`src/mem_settings.svh`:
```
`ifndef MEM_SETTINGS_SVH
`define MEM_SETTINGS_SVH

// byte address width, covers the whole RAM
`define MEM_ADDR_WIDTH 17

// number of bytes in the shared RAM
`define MEM_DEPTH 131072

// width of an instruction or data word
`define MEM_WORD_WIDTH 32

`endif

```
`src/memPkg.sv`:
```
`default_nettype none

`include "mem_settings.svh"

package memPkg;

    // byte address into the shared RAM
    typedef logic [`MEM_ADDR_WIDTH-1:0] addrT;

    // instruction or data word
    typedef logic [`MEM_WORD_WIDTH-1:0] wordT;

    // one RAM byte
    typedef logic [7:0] byteT;

    // number of bytes minus one, only 0, 1 and 3 are used
    typedef logic [1:0] lenT;

    // owner of the access in flight
    typedef enum logic {
        portInst,
        portLs
    } portT;

    typedef enum logic {
        seqIdle,
        seqBusy
    } seqStateT;

endpackage

`default_nettype wire

```
`src/accessIf.sv`:
```
`timescale 1ns/1ps
`default_nettype none

interface accessIf import memPkg::*; ();

    // request side, driven by the arbiter
    logic start;
    logic write;
    addrT addr;
    lenT  len;
    wordT wdata;

    // completion side, driven by the sequencer
    logic busy;
    logic done;
    wordT rdata;

    modport arb (
        output start, write, addr, len, wdata,
        input  busy, done, rdata
    );

    modport seq (
        input  start, write, addr, len, wdata,
        output busy, done, rdata
    );

endinterface

`default_nettype wire

```
`src/memArbiter.sv`:
```
`timescale 1ns/1ps
`default_nettype none

module memArbiter import memPkg::*; (
    input  logic clk,
    input  logic rstN,

    // instruction fetch port
    input  logic instEn,
    input  addrT instAddr,
    output logic instFree,
    output logic instOutEn,
    output wordT inst,

    // load/store port
    input  logic lsEn,
    input  logic lsWrite,
    input  addrT lsAddr,
    input  lenT  lsLen,
    input  wordT lsWdata,
    output logic lsFree,
    output logic lsOutEn,
    output wordT lsRdata,

    accessIf.arb acc
);

    logic instValid;
    addrT instSlotAddr;

    logic lsValid;
    logic lsSlotWrite;
    addrT lsSlotAddr;
    lenT  lsSlotLen;
    wordT lsSlotWdata;

    portT owner;
    logic seqReady;

    // the sequencer can take a new access while idle or in its done cycle
    assign seqReady = !acc.busy || acc.done;

    // load/store slot has priority over the fetch slot
    assign acc.start = seqReady && (lsValid || instValid);
    assign acc.write = lsValid && lsSlotWrite;
    assign acc.addr  = lsValid ? lsSlotAddr : instSlotAddr;
    assign acc.len   = lsValid ? lsSlotLen : lenT'(3);
    assign acc.wdata = lsSlotWdata;

    assign instFree = !instValid;
    assign lsFree   = !lsValid;

    always_ff @(posedge clk) begin
        if (!rstN) begin
            instValid <= 1'b0;
            lsValid   <= 1'b0;
            owner     <= portInst;
            instOutEn <= 1'b0;
            lsOutEn   <= 1'b0;
        end else begin
            if (instEn && !instValid) begin
                instValid <= 1'b1;
            end else if (acc.start && !lsValid) begin
                instValid <= 1'b0;
            end

            if (lsEn && !lsValid) begin
                lsValid <= 1'b1;
            end else if (acc.start && lsValid) begin
                lsValid <= 1'b0;
            end

            if (acc.start) begin
                owner <= lsValid ? portLs : portInst;
            end

            // owner still names the finishing access here
            instOutEn <= acc.done && (owner == portInst);
            lsOutEn   <= acc.done && (owner == portLs);
        end
    end

    always_ff @(posedge clk) begin
        if (instEn && !instValid) begin
            instSlotAddr <= instAddr;
        end

        if (lsEn && !lsValid) begin
            lsSlotWrite <= lsWrite;
            lsSlotAddr  <= lsAddr;
            lsSlotLen   <= lsLen;
            lsSlotWdata <= lsWdata;
        end

        // the other port keeps its last result
        if (acc.done) begin
            if (owner == portLs) begin
                lsRdata <= acc.rdata;
            end else begin
                inst <= acc.rdata;
            end
        end
    end

endmodule

`default_nettype wire

```
`src/flat_wrapper.sv`:
```
// flat-port wrapper written by rule: the top's interface ports become plain ports
module memArbiter_flat import memPkg::*;
  (clk, rstN, instEn, instAddr, instFree, instOutEn, inst, lsEn, lsWrite, lsAddr, lsLen, lsWdata, lsFree, lsOutEn, lsRdata, acc_start, acc_write, acc_addr, acc_len, acc_wdata, acc_busy, acc_done, acc_rdata);
  accessIf acc_i ();
  input  logic clk;
  input  logic rstN;
  input  logic instEn;
  input  addrT instAddr;
  output logic instFree;
  output logic instOutEn;
  output wordT inst;
  input  logic lsEn;
  input  logic lsWrite;
  input  addrT lsAddr;
  input  lenT lsLen;
  input  wordT lsWdata;
  output logic lsFree;
  output logic lsOutEn;
  output wordT lsRdata;
  output wire logic [$bits(acc_i.start)-1:0] acc_start;
  output wire logic [$bits(acc_i.write)-1:0] acc_write;
  output wire logic [$bits(acc_i.addr)-1:0] acc_addr;
  output wire logic [$bits(acc_i.len)-1:0] acc_len;
  output wire logic [$bits(acc_i.wdata)-1:0] acc_wdata;
  input wire logic [$bits(acc_i.busy)-1:0] acc_busy;
  input wire logic [$bits(acc_i.done)-1:0] acc_done;
  input wire logic [$bits(acc_i.rdata)-1:0] acc_rdata;
  assign acc_start = acc_i.start;
  assign acc_write = acc_i.write;
  assign acc_addr = acc_i.addr;
  assign acc_len = acc_i.len;
  assign acc_wdata = acc_i.wdata;
  assign acc_i.busy = acc_busy;
  assign acc_i.done = acc_done;
  assign acc_i.rdata = acc_rdata;
  memArbiter u_core (.clk(clk), .rstN(rstN), .instEn(instEn), .instAddr(instAddr), .instFree(instFree), .instOutEn(instOutEn), .inst(inst), .lsEn(lsEn), .lsWrite(lsWrite), .lsAddr(lsAddr), .lsLen(lsLen), .lsWdata(lsWdata), .lsFree(lsFree), .lsOutEn(lsOutEn), .lsRdata(lsRdata), .acc(acc_i));
endmodule
```
`config.mk`:
```
export PLATFORM = sky130hd
export DESIGN_NAME = memArbiter_flat
export DESIGN_NICKNAME = d
export VERILOG_FILES = /design/src/memPkg.sv /design/src/accessIf.sv /design/src/memArbiter.sv /design/src/flat_wrapper.sv
export VERILOG_INCLUDE_DIRS = /design/src
export SDC_FILE = /design/constraint.sdc
export NUM_CORES = 1
export LEC_CHECK = 0
export ABC_AREA = 1
export BUFFER_PORTS_ARGS = -buffer_cell sky130_fd_sc_hd__buf_2
export CAP_MARGIN = 40
export CORE_UTILIZATION = 40
export CTS_CLUSTER_SIZE = 8
export DETAILED_ROUTE_END_ITERATION = 6
export PLACE_DENSITY = 0.82
export SETUP_SLACK_MARGIN = 0.5
export SYNTH_ARGS = -nofsm -noshare
export SYNTH_HDL_FRONTEND = slang
export SYNTH_SLANG_ARGS = --single-unit
```
`constraint.sdc`:
```
create_clock -name clk -period 3.6 [get_ports clk]
set_clock_uncertainty 0.05 [all_clocks]
set_input_delay 0.72 -clock clk [delete_from_list [all_inputs] [get_ports clk]]
set_output_delay 0.72 -clock clk [all_outputs]
set_load 0.02 [all_outputs]
```
After elaboration in Yosys (flattened, before gate mapping)

Cells that the tools add are included.

Register bits after elaboration: 138
Latch bits: 0
Bits in writable memories: 0
Bits in read-only memories: 0
Logic and storage cells: 37
Memories kept: 0

Add/subtract/negate cells: 0
$mul: 0
Div/mod/pow operators: 0
Order comparisons: 0
Equality and inequality tests: 0
Shift operators: 0
Multiplexer cells: 7
Bitwise operators: 1
Reduce and logical (&&, ||, !) cells: 17

Operators by type and width:

| kind              | number |
|---|---|
| $mux 17           | 1 |
| $logic_and 1x1->1 | 8 |
| $mux 1            | 5 |
| $reduce_and 2->1  | 2 |
| $reduce_bool 2->1 | 2 |
| $logic_not 1->1   | 3 |
| $logic_or 1x1->1  | 2 |
| $mux 2            | 1 |
| $not 1->1         | 1 |

Depth between registers and ports, before layout

Depth after elaboration: 6
Mapped depth: 5
Gate-level depth less buffers: 5

Least setup slack after synthesis

No wires, ideal clock.

Path kind: in2reg
Start point: in lsEn
End point: reg u_core.lsSlotWdata[0] (netlist: u_core.acc.wdata[0]), enable pin
Library setup time: 0.463 ns
Arrival: 2.943 ns
Data required time: 3.087 ns
Setup slack: 0.143 ns
Stages on the path: 2
Buffers on the path: 0
Path through: inv_1 nor2_1

Longest elaborated chain between the ends: 1

Ends and longest elaborated chain:

| what                 | RTL line           | text |
|---|---|---|
| start, declared      | flat_wrapper.sv:12 | `input logic lsEn;` |
| $logic_and 1x1->1    | memArbiter.sv:88   | `if (lsEn && !lsValid) begin` |
| end signal, assigned | memArbiter.sv:92   | `lsSlotWdata <= lsWdata;` |
| end, declared        | memArbiter.sv:35   | `wordT lsSlotWdata;` |

Every way passes these cells.
A chain may end at the register's enable or synchronous reset.

Final worst setup path

Start point: reg u_core.lsValid
End point: out acc_start

Longest elaborated chain between the ends: 2

Ends and longest elaborated chain:

| what                   | RTL line           | text |
|---|---|---|
| start, declared        | memArbiter.sv:31   | `logic lsValid;` |
| start signal, assigned | memArbiter.sv:56   | `lsValid <= 1'b0;` |
| start signal, assigned | memArbiter.sv:68   | `lsValid <= 1'b1;` |
| start signal, assigned | memArbiter.sv:70   | `lsValid <= 1'b0;` |
| $logic_or 1x1->1       | memArbiter.sv:44   | `assign acc.start = seqReady && (lsValid \|\| instValid);` |
| $logic_and 1x1->1      | memArbiter.sv:44   |  |
| end, declared          | flat_wrapper.sv:20 | `output wire logic [$bits(acc_i.start)-1:0] acc_start;` |

Every way passes these cells.

==> flow_summary.ini <==
[worst_setup_path]
r2r_start = u_core.lsValid
crit_type = reg2out
regToRegSetupSlack_ns = 1.94
start_kind = flip-flop
path_max_fanout = 22
cp_data_arrival_time_ns = 1.84
cp-end-kind = output port
worstPathRequired_ns = 2.83
r2r-end = u_core.lsSlotAddr[13]
r2r_cells = 3

[drt]
vias_per_cell = 4.41
drtPass1Iterations = 5
highest_layer = met4
wl_met2_um = 4640
vias = 2736
wl_per_cell_um = 15.0
met1Wirelength_um = 3630
drt_iter0_drc = 100
routed_wirelength_um = 9340
drc = 0
wl_met3_um = 971
ant_nets = 0

[yosys]
yosys_warnings = 0
syn-instance-count = 222
synth_nets = 329
syn-cell-area_um2 = 4430
yosys_register_bits = 138
synth_top_area_cell = edfxtp_1
ys_seq_area_frac = 0.925
synth_top_area_share = 0.902
ys_top_cells_by_area = edfxtp_1 90%, nand2_1 5.2%, dfxtp_1 2.3%, inv_1 0.68%, buf_2 0.45%
syn-mean-instance-area_um2 = 19.9
synth_cell_types = 11

[flow_run]
cap_violations = 0

[layout]
layout-drive-gt1-share = 0.546
stdcell_count = 621
fill_cells = 852
syn_to_final_growth_pct = 44.6
nets = 575

[floorplanning]
fp.dieW_um = 107
die_area_um2 = 11500
core_area_um2 = 10800
die_y_um = 107
initial_core_util = 0.410
io-pin-count = 228
rows = 38

[timing]
final-max-slew-violation-count = 0
setup_ws_ns = 0.995
setup_viol = 0
finalHoldViolations = 0
min_period_ns = 2.61
min_period_over_period = 0.724
slew_headroom = 0.488
fin_hold_ws_ns = 0.329
timing.fmax_mhz = 384
tns_ns = 0
rsz0062_at_grt = false
tightest_slew_ns = 0.767

[placed_design]
globalplace.congestion = 0.759
place.port_buffers = 227
dp_cells = 589
dp_slack_ns = 1.47
dp_hpwl_um = 6690

[pwr]
ir_worst_vdd_mv = 0.355
p_per_area_nw_per_um2 = 639
design_power_total_w = 0.00409
p_leak_nw = 2.76

[clocking]
root_buffer = clkbuf_8
cts_made_buffers = 17
cts.sinks = 138
path_clk_slew_ns = 0.06
cts_tree = done
cts_resized = 0
cts.htree.levels = 4
postCtsHoldBufs = 0
clk_latency_ns = 0.51
post_cts_buffers = 0
clock_path_buffers = 2

[global_route]
grt_pass1_wl_um = 13700
grtUsageTotal = 0.168
grt_pass1_vias = 2752
antenna_found_initial = 1
overflow = 0
grt_max_degree = 53

[min_path]
hp-start = lsWdata[2]
hold_path_class = in2reg
worstHoldPathCells = 1
whs_endpoint = u_core.acc.wdata[2]

[outcome]
status = finished, final reports clean
## worst max-delay path: stages, from the launching register on
cell and delay, ns:
dfxtp_1 0.36, buf_4 0.29, inv_2 0.24, nand2_1 0.14, nand2_1 0.08, inv_1 0.07, buf_2 0.15
## placed cells by master, fill, tap and decap left out
master and n:
a21oi_1 3, buf_2 227, buf_4 4, bufinv_16 6
clkbuf_16 16, clkbuf_8 1, clkinv_1 3, clkinv_2 1
clkinv_4 1, clkinvlp_4 3, dfxtp_1 5, diode_2 1
edfxtp_1 133, inv_1 8, inv_2 1, nand2_1 61
nor2_1 1, nor2_2 1, nor2_4 1, nor3_1 1
o21ai_0 1, or2_1 2
## how the worst max path moves through the flow
stage                         from        endpoint  slack [ns]
detailed placement        acc_done       acc_start        1.47
global route        u_core.lsValid       acc_start        0.83
finish              u_core.lsValid       acc_start        0.99
CTS                 u_core.lsValid       acc_start        0.93
global placement          acc_done       acc_start        1.49
floorplan                 acc_done  u_core.inst[0]         1.0
## registers in the layout, summed over array words and instances, names as in the netlist, 2 cells and up
| signal | count |
|---|---|
| u_core.instSlotAddr | 17 |
| u_core.inst | 32 |
| u_core.lsSlotLen | 2 |
| u_core.lsRdata | 32 |
| u_core.lsSlotAddr | 17 |
| u_core.acc.wdata | 32 |
## cells in the mapped netlist
library cell / number
dfxtp_1: 5
a21oi_1: 3
inv_1: 8
buf_2: 4
nand2_1: 61
nor3_1: 1
nor2_1: 3
or2_1: 2
edfxtp_1: 133
o21ai_0: 1
inv_2: 1
## logic make-up (layout without fill, tap and decap cells)
group           Yosys count  count (layout)  share of synthesized area
flops                   138             138                      0.925
simple gates             67              67                     0.0582
buf+inv                  13             271                     0.0122
compound gates            4               4                    0.00452
other cells               0               1                          0
## area by class of cell
type                            instances  area, µm²  share of cell area
Clock buffer                           17        414              0.0647
Sequential cell                       138       4090               0.640
Multi-Input combinational cell         71        288              0.0450
Tap cell                              140        175              0.0274
Inverter                                9       33.8             0.00528
Antenna cell                            1       2.50            0.000391
Timing Repair Buffer                  231       1170               0.182
Clock inverter                         14        228              0.0356
## per-layer routing
layer,track usage,vias to the layer above
met5,0,-
met2,0.284,165
met4,0.0734,0
met3,0.0699,10
met1,0.184,1263
li1,-,1298
## metrics by stage
stage,utilization,area (µm²)
after global placement,0.533,5760
after floorplan,-,4430
final,0.593,6400
after global routing,0.593,6400
after detailed placement,0.533,5760
after CTS,0.593,6400
## report_power, final
part / leakage, nW / internal [W] / switching [W]
clock network: 0.302 / 0.00125 / 0.000611
logic: 1.16 / 0.000110 / 0.000226
registers: 1.30 / 0.00187 / 0.0000228
total: 2.76 / 0.00323 / 0.000860
No activity file was read; power rests on OpenSTA's default activity.
