## src/mem_settings.svh

```systemverilog
`ifndef MEM_SETTINGS_SVH
`define MEM_SETTINGS_SVH

// byte address width, covers the whole RAM
`define MEM_ADDR_WIDTH 17

// number of bytes in the shared RAM
`define MEM_DEPTH 131072

// width of an instruction or data word
`define MEM_WORD_WIDTH 32

`endif

```

## src/memPkg.sv

```systemverilog
`default_nettype none

`include "mem_settings.svh"

package memPkg;

    // byte address into the shared RAM
    typedef logic [`MEM_ADDR_WIDTH-1:0] addrT;

    // instruction or data word
    typedef logic [`MEM_WORD_WIDTH-1:0] wordT;

    // one RAM byte
    typedef logic [7:0] byteT;

    // number of bytes minus one, only 0, 1 and 3 are used
    typedef logic [1:0] lenT;

    // owner of the access in flight
    typedef enum logic {
        portInst,
        portLs
    } portT;

    typedef enum logic {
        seqIdle,
        seqBusy
    } seqStateT;

endpackage

`default_nettype wire

```

## src/accessIf.sv

```systemverilog
`timescale 1ns/1ps
`default_nettype none

interface accessIf import memPkg::*; ();

    // request side, driven by the arbiter
    logic start;
    logic write;
    addrT addr;
    lenT  len;
    wordT wdata;

    // completion side, driven by the sequencer
    logic busy;
    logic done;
    wordT rdata;

    modport arb (
        output start, write, addr, len, wdata,
        input  busy, done, rdata
    );

    modport seq (
        input  start, write, addr, len, wdata,
        output busy, done, rdata
    );

endinterface

`default_nettype wire

```

## src/ramBusIf.sv

```systemverilog
`timescale 1ns/1ps
`default_nettype none

interface ramBusIf import memPkg::*; ();

    logic we;
    addrT addr;
    byteT wdata;
    // one cycle behind addr
    byteT rdata;

    modport ctrl (
        output we, addr, wdata,
        input  rdata
    );

    modport ram (
        input  we, addr, wdata,
        output rdata
    );

endinterface

`default_nettype wire

```

## src/byteSequencer.sv

```systemverilog
`timescale 1ns/1ps
`default_nettype none

module byteSequencer import memPkg::*; (
    input  logic clk,
    input  logic rstN,
    accessIf.seq acc,
    ramBusIf.ctrl ram
);

    seqStateT   state;
    logic [2:0] stage;

    logic writeReg;
    addrT baseAddr;
    lenT  lenReg;
    wordT wdataReg;
    wordT word;

    logic       busy;
    logic       lastStep;
    logic       collect;
    logic [1:0] byteIdx;

    assign busy = (state == seqBusy);

    // stages 0..len drive the RAM, len+1 catches the last byte, len+2 is done
    assign lastStep = (stage == {1'b0, lenReg} + 3'd2);
    assign collect  = busy && !writeReg && (stage != 3'd0)
                      && (stage <= {1'b0, lenReg} + 3'd1);
    assign byteIdx  = stage[1:0] - 2'd1;

    assign ram.addr  = baseAddr + addrT'(stage);
    assign ram.wdata = wdataReg[8*stage[1:0] +: 8];
    assign ram.we    = busy && writeReg && (stage <= {1'b0, lenReg});

    assign acc.busy  = busy;
    assign acc.done  = busy && lastStep;
    assign acc.rdata = word;

    always_ff @(posedge clk) begin
        if (!rstN) begin
            state <= seqIdle;
            stage <= 3'd0;
        end else if (acc.start) begin
            state <= seqBusy;
            stage <= 3'd0;
        end else if (busy) begin
            if (lastStep) begin
                state <= seqIdle;
                stage <= 3'd0;
            end else begin
                stage <= stage + 3'd1;
            end
        end
    end

    always_ff @(posedge clk) begin
        if (acc.start) begin
            writeReg <= acc.write;
            baseAddr <= acc.addr;
            lenReg   <= acc.len;
            wdataReg <= acc.wdata;
            // bytes above len stay zero, stores return zero
            word     <= '0;
        end else if (collect) begin
            word[8*byteIdx +: 8] <= ram.rdata;
        end
    end

endmodule

`default_nettype wire

```

## src/flat_wrapper.sv

```systemverilog
// flat-port wrapper written by rule: the top's interface ports become plain ports
module byteSequencer_flat import memPkg::*;
  (clk, rstN, acc_start, acc_write, acc_addr, acc_len, acc_wdata, acc_busy, acc_done, acc_rdata, ram_we, ram_addr, ram_wdata, ram_rdata);
  accessIf acc_i ();
  ramBusIf ram_i ();
  input  logic clk;
  input  logic rstN;
  input wire logic [$bits(acc_i.start)-1:0] acc_start;
  input wire logic [$bits(acc_i.write)-1:0] acc_write;
  input wire logic [$bits(acc_i.addr)-1:0] acc_addr;
  input wire logic [$bits(acc_i.len)-1:0] acc_len;
  input wire logic [$bits(acc_i.wdata)-1:0] acc_wdata;
  output wire logic [$bits(acc_i.busy)-1:0] acc_busy;
  output wire logic [$bits(acc_i.done)-1:0] acc_done;
  output wire logic [$bits(acc_i.rdata)-1:0] acc_rdata;
  output wire logic [$bits(ram_i.we)-1:0] ram_we;
  output wire logic [$bits(ram_i.addr)-1:0] ram_addr;
  output wire logic [$bits(ram_i.wdata)-1:0] ram_wdata;
  input wire logic [$bits(ram_i.rdata)-1:0] ram_rdata;
  assign acc_i.start = acc_start;
  assign acc_i.write = acc_write;
  assign acc_i.addr = acc_addr;
  assign acc_i.len = acc_len;
  assign acc_i.wdata = acc_wdata;
  assign acc_busy = acc_i.busy;
  assign acc_done = acc_i.done;
  assign acc_rdata = acc_i.rdata;
  assign ram_we = ram_i.we;
  assign ram_addr = ram_i.addr;
  assign ram_wdata = ram_i.wdata;
  assign ram_i.rdata = ram_rdata;
  byteSequencer u_core (.clk(clk), .rstN(rstN), .acc(acc_i), .ram(ram_i));
endmodule
```

## config.mk

```make
export PLATFORM = sky130hd
export DESIGN_NAME = byteSequencer_flat
export DESIGN_NICKNAME = d
export VERILOG_FILES = /design/src/memPkg.sv /design/src/accessIf.sv /design/src/ramBusIf.sv /design/src/byteSequencer.sv /design/src/flat_wrapper.sv
export VERILOG_INCLUDE_DIRS = /design/src
export SDC_FILE = /design/constraint.sdc
export NUM_CORES = 1
export LEC_CHECK = 0
export BUFFER_PORTS_ARGS = -buffer_cell sky130_fd_sc_hd__buf_2
export CAP_MARGIN = 20
export CORE_MARGIN = 2
export CORE_UTILIZATION = 50
export DETAILED_ROUTE_END_ITERATION = 8
export GPL_ROUTABILITY_DRIVEN = 0
export PLACE_DENSITY = 0.86
export SYNTH_ARGS = -nofsm -noshare
export SYNTH_HDL_FRONTEND = slang
export SYNTH_SLANG_ARGS = --single-unit
```

## constraint.sdc

```tcl
create_clock -name clk -period 4.8 [get_ports clk]
set_input_delay 0.24 -clock clk [delete_from_list [all_inputs] [get_ports clk]]
set_output_delay 0.24 -clock clk [all_outputs]
set_load 0.005 [all_outputs]
```

* Word level (Yosys, flattened, before mapping)
Cells that the tools add are included.
Widths: inputs -> output; s select.
** Storage, ports and cells
- Bits in registers :: 88
- Word-level logic and storage cells :: 34
- Bits of input ports :: 63
** Operators by class
- Reduce and logical (&&, ||, !) cells :: 9
- $add $sub $neg :: 6
- Equality and inequality tests :: 1
- Mux-type cells :: 5
- Shifts and indexed selects :: 3
- Bitwise gates (word level) :: 1
- $lt $le $gt $ge :: 2
** Operator list (number)
- $neg 5->34 :: 1
- $shift 8x34->32 const A :: 1
- $shiftx 8x34->32 :: 1
- $bwmux 32 :: 1
- $shiftx 32x6->8 :: 1
- $add 17x3->17 :: 1
- $logic_and 1x1->1 :: 6
- $add 2x1->3 const B :: 1
- $add 2x2->3 const B :: 1
- $add 3x1->3 const B :: 1
- $eq 3x3->1 :: 1
- $le 3x2->1 :: 1
- $le 3x3->1 :: 1
- $mux 1 :: 3
- $mux 3 :: 1
- $reduce_bool 3->1 :: 1
- $reduce_or 2->1 :: 1
- $sub 2x1->2 const B :: 1
- $logic_not 1->1 :: 1
- $not 1->1 :: 1

* Depth between registers and ports, before layout
- Depth in word-level cells :: 5
- Gate-level depth with buffers :: 8
- Gate-level depth less buffers :: 7

* Worst setup path before layout
OpenSTA, ideal clock, no wires.
- Path kind :: register to output
- Start point :: reg u_core.stage[1]
- End point :: out ram_addr[16]
- Arrival :: 2.348 ns
- Buffers on the path :: 1
- Setup slack :: 2.212 ns
- Data required time :: 4.560 ns
- Cell stages (with the launch flop) :: 8
- Cell sequence :: dfxtp_1 clkbuf_1 inv_1 fa_1 nand2b_1 a2111o_1 nor3_2 xor2_1
** Between the ends
- Cells in the longest elaborated chain, start to end :: 1
** RTL lines
- start: declaration :: RTL line byteSequencer.sv:12 : logic [2:0] stage;
- start signal: assignment :: RTL line byteSequencer.sv:53 : stage <= stage + 3'd1;
- $add 17x3->17 :: RTL line byteSequencer.sv:33 : assign ram.addr = baseAddr + addrT'(stage);
- end: declaration :: RTL line flat_wrapper.sv:17 : output wire logic [$bits(ram_i.addr)-1:0] ram_addr;
No other way between the ends.

* Worst setup path in the final report
- Start point :: reg u_core.stage[0]
- End point :: out ram_addr[16]
The elaborated chain is that of the path after synthesis.

==> impl_results.md <==
- Yosys top cell area share: 0.424
- Die X: between 80 and 90 um
- Synth area leader: edfxtp_1
- Slew HR: 0.319
- Met2 usage: 0.313
- Core ar.: about 0.0072 sq mm
- WP data required: between 4000 and 5000 ps
- Input/output buffers: around 120
- Peak supply drop: 0.237 mV
- Pwr dens: 337 mW/mm^2
- Mapped Nets: 326
- Detailed Place HPWL: 5.50 mm
- Initial antenna violation count: 0
- Netlist cell types: 38
- Die area: between 0.008 and 0.009 sq mm
- Slowest stage delay, CP: 1000 ps
- Internal reg-to-reg setup slack: about 1800 ps
- Worst path slowest cell: dfxtp_1
- Clk buf depth: 2
- Area grow syn2layout: 25.9%
- Post-route setup TNS: 0 ps
- Total gr overflow: 0
- Drt pass-1 iters: 4
- CP max FO: 18
- Clock skew: 6.41 ps
- CTS Root Cell: clkbuf_8
- Die Y: about 90 um
- Vias in the first global route: about 2.6k
- CTS Buf Count: 9
- Register area share after synthesis: 0.619
- Worst setup path startpoint: u_core.stage[0]
- CTS tree: yes
- Avg Cell Area, Syn: ~15 sq um
- Worst R2R End: u_core.acc.rdata[26]
- Via density: around 5.3
- Layout cells sized above 1: 0.427
- Final Max Slew Viols: 0
- Post-CTS Setup Repair Bufs: 0
- Top cells by area, synth: edfxtp_1 42%, dfxtp_1 20%, a22o_1 7.6%
- Pleak: between 1.5 and 2 nW
- Hold EP: u_core.wdataReg[19]
- Most common cell after layout, fill and taps aside: buf_2
- Hold Path Depth: 1
- Htree depth: 3
- Mapped Cells: about 250
- Final antenna-violating net count: 0
- Worst slew pin tran: a little over 1000 ps
- Most Used Layer, Global Route: met2
- Cts-stage hold buffer count: 0
- M1 GR Usage: 0.244
- Worst r2r path cells: 6
- Clock transition at the registers of the reported paths: ~90 ps
- Worst Hold Class: input port to register
- Site row count: 31
- Largest net degree at the start of global routing: 61
- GRT met3 Usage: 0.0654
- Cell Chain, Critical Path: ha_1 -> inv_1 -> fa_1 -> nand2b_1 -> a2111o_1 -> nor3_2 -> xor2_1 -> buf_2
- Critical Path Start Type: register
- Setup Viol. Count Final: 0
- RSZ-0062 raised after global routing: false
- CTS sink cnt: between 80 and 90
- Crit share post-route: 0.748
- Final Hold Viols: 0
- YS warnings: 0
- DR WL/cell: between 15 and 20 um
- CP Capture Type: primary output
- Min Hold Slack: roughly 53 ps
- Critical path class: register to primary output
- Final #Nets: around 460
- Synthesized area: about 0.0037 sq mm
- Flops & latches, synth: 88
- Max-cap violations: 0
- Minimum clock period: roughly 3600 ps
- GRT Util Overall: 0.193
- Global-route wire length before repair: 12.4 mm
- Via count: roughly 2.5k
- Outcome: complete, no violations
- DRC Markers: 0
- Critical R2R Launch: u_core.stage[0]
- Hold Startpoint: acc_wdata[19]
- Crit path arrival time: approximately 3400 ps
- Filler Cells Inserted: 562
- I/O pin cnt: around 120
- Most frequent cells in the layout: 122 x buf_2, 52 x edfxtp_1, 36 x dfxtp_1
- Antenna cells: 0
- Worst skew pair latency: approximately 350 ps
- Initial core utilization: 0.511
- CTS resizes: 0
- Fmax: roughly 0.28 GHz
- DRT Wirelength: 7.33 mm
- Initial DRC Count: 71
-- kinds of logic after synthesis --
group           synth area share
xor+xnor                  0.0380
simple gates              0.0978
mux                       0.0489
buf+inv                   0.0217
fa+ha+maj                 0.0563
compound gates             0.118
flops                      0.619
-- cell usage after synthesis (all sizes together) --
| cell type | number |
|---|---|
| or3 | 1 |
| xnor2 | 10 |
| fa | 1 |
| nand2 | 14 |
| a31oi | 4 |
| inv | 14 |
| nor3b | 1 |
| edfxtp | 52 |
| mux4 | 8 |
| nor2 | 6 |
| buf | 3 |
| xor2 | 6 |
| a22o | 32 |
| nor2b | 3 |
| clkbuf | 2 |
| nand2b | 4 |
| dfxtp | 36 |
| and3 | 3 |
| o21ai | 1 |
| ha | 15 |
| nand4 | 6 |
| a21oi | 7 |
| and2 | 1 |
| o22ai | 1 |
| or2 | 1 |
| nor3 | 2 |
| o311a | 1 |
| nor4 | 3 |
| o311ai | 1 |
| nand4b | 1 |
| a2111o | 1 |
| nand3 | 4 |
| and4 | 2 |
-- worst max-delay path by stage --
stage,slack (ps),depth (start not counted),endpoint
after floorplan,2210,7,ram_addr[16]
after global placement,1690,8,ram_addr[16]
after detailed placement,1570,8,ram_addr[16]
after CTS,1150,8,ram_addr[16]
after global routing,930,8,ram_addr[16]
final,1210,8,ram_addr[16]
-- worst max-delay path: cells and delay by family, from the launching register on --
kind	cells	cell delay, ps
AOI/OAI and AO/OA	1	490
xor gates and xnor gates	1	190
adders and majority gates	2	710
buffers and inverters	2	200
DFF	1	1000
and+or+nand+nor	2	400
-- area by class of cell --
class	count	area (sq um)	area share
sequential	88	2280	0.492
multi-input combinational	140	1320	0.285
timing repair buffer	124	626	0.135
clock buffer	12	178	0.0383
tap	99	124	0.0267
clock inverter	4	53.8	0.0116
inverter	14	52.6	0.0113
-- sequential cells by signal, indices dropped and copies added, names as in the netlist --
signal            count
u_core.acc.busy       1
u_core.acc.rdata     32
u_core.baseAddr      17
u_core.lenReg         2
u_core.stage          3
u_core.wdataReg      32
u_core.writeReg       1
-- power breakdown --
part           internal (mW)  total [mW]  switching [mW]  leakage (nW)
Clock                  0.308       0.568           0.260         0.118
Combinational         0.0678       0.135          0.0677          1.07
Sequential             0.840       0.862          0.0222         0.799
Total                   1.22        1.57           0.350          1.99
-- per-stage QoR --
stage / total power [mW] / worst slack (ps) / instance area (sq um) / instances / util
2_1_floorplan: 0.943 / 2210 / 3690 / 247 / -
3_3_place_gp: 1.01 / 1690 / 4410 / 465 / 0.611
3_5_place_dp: 1.02 / 1570 / 4410 / 465 / 0.611
4_1_cts: 1.58 / 1150 / 4640 / 481 / 0.643
5_1_grt: 1.63 / 935 / 4640 / 481 / 0.643
6_report: 1.57 / 1210 / 4640 / 481 / 0.643
-- metal layers --
metal  part of all wire  routed length, um
met1               0.41               2980
met2               0.49               3620
met3              0.085                623
met4              0.015                107
met5                  0                  0
Note: power is estimated with default switching activity, not from simulation.
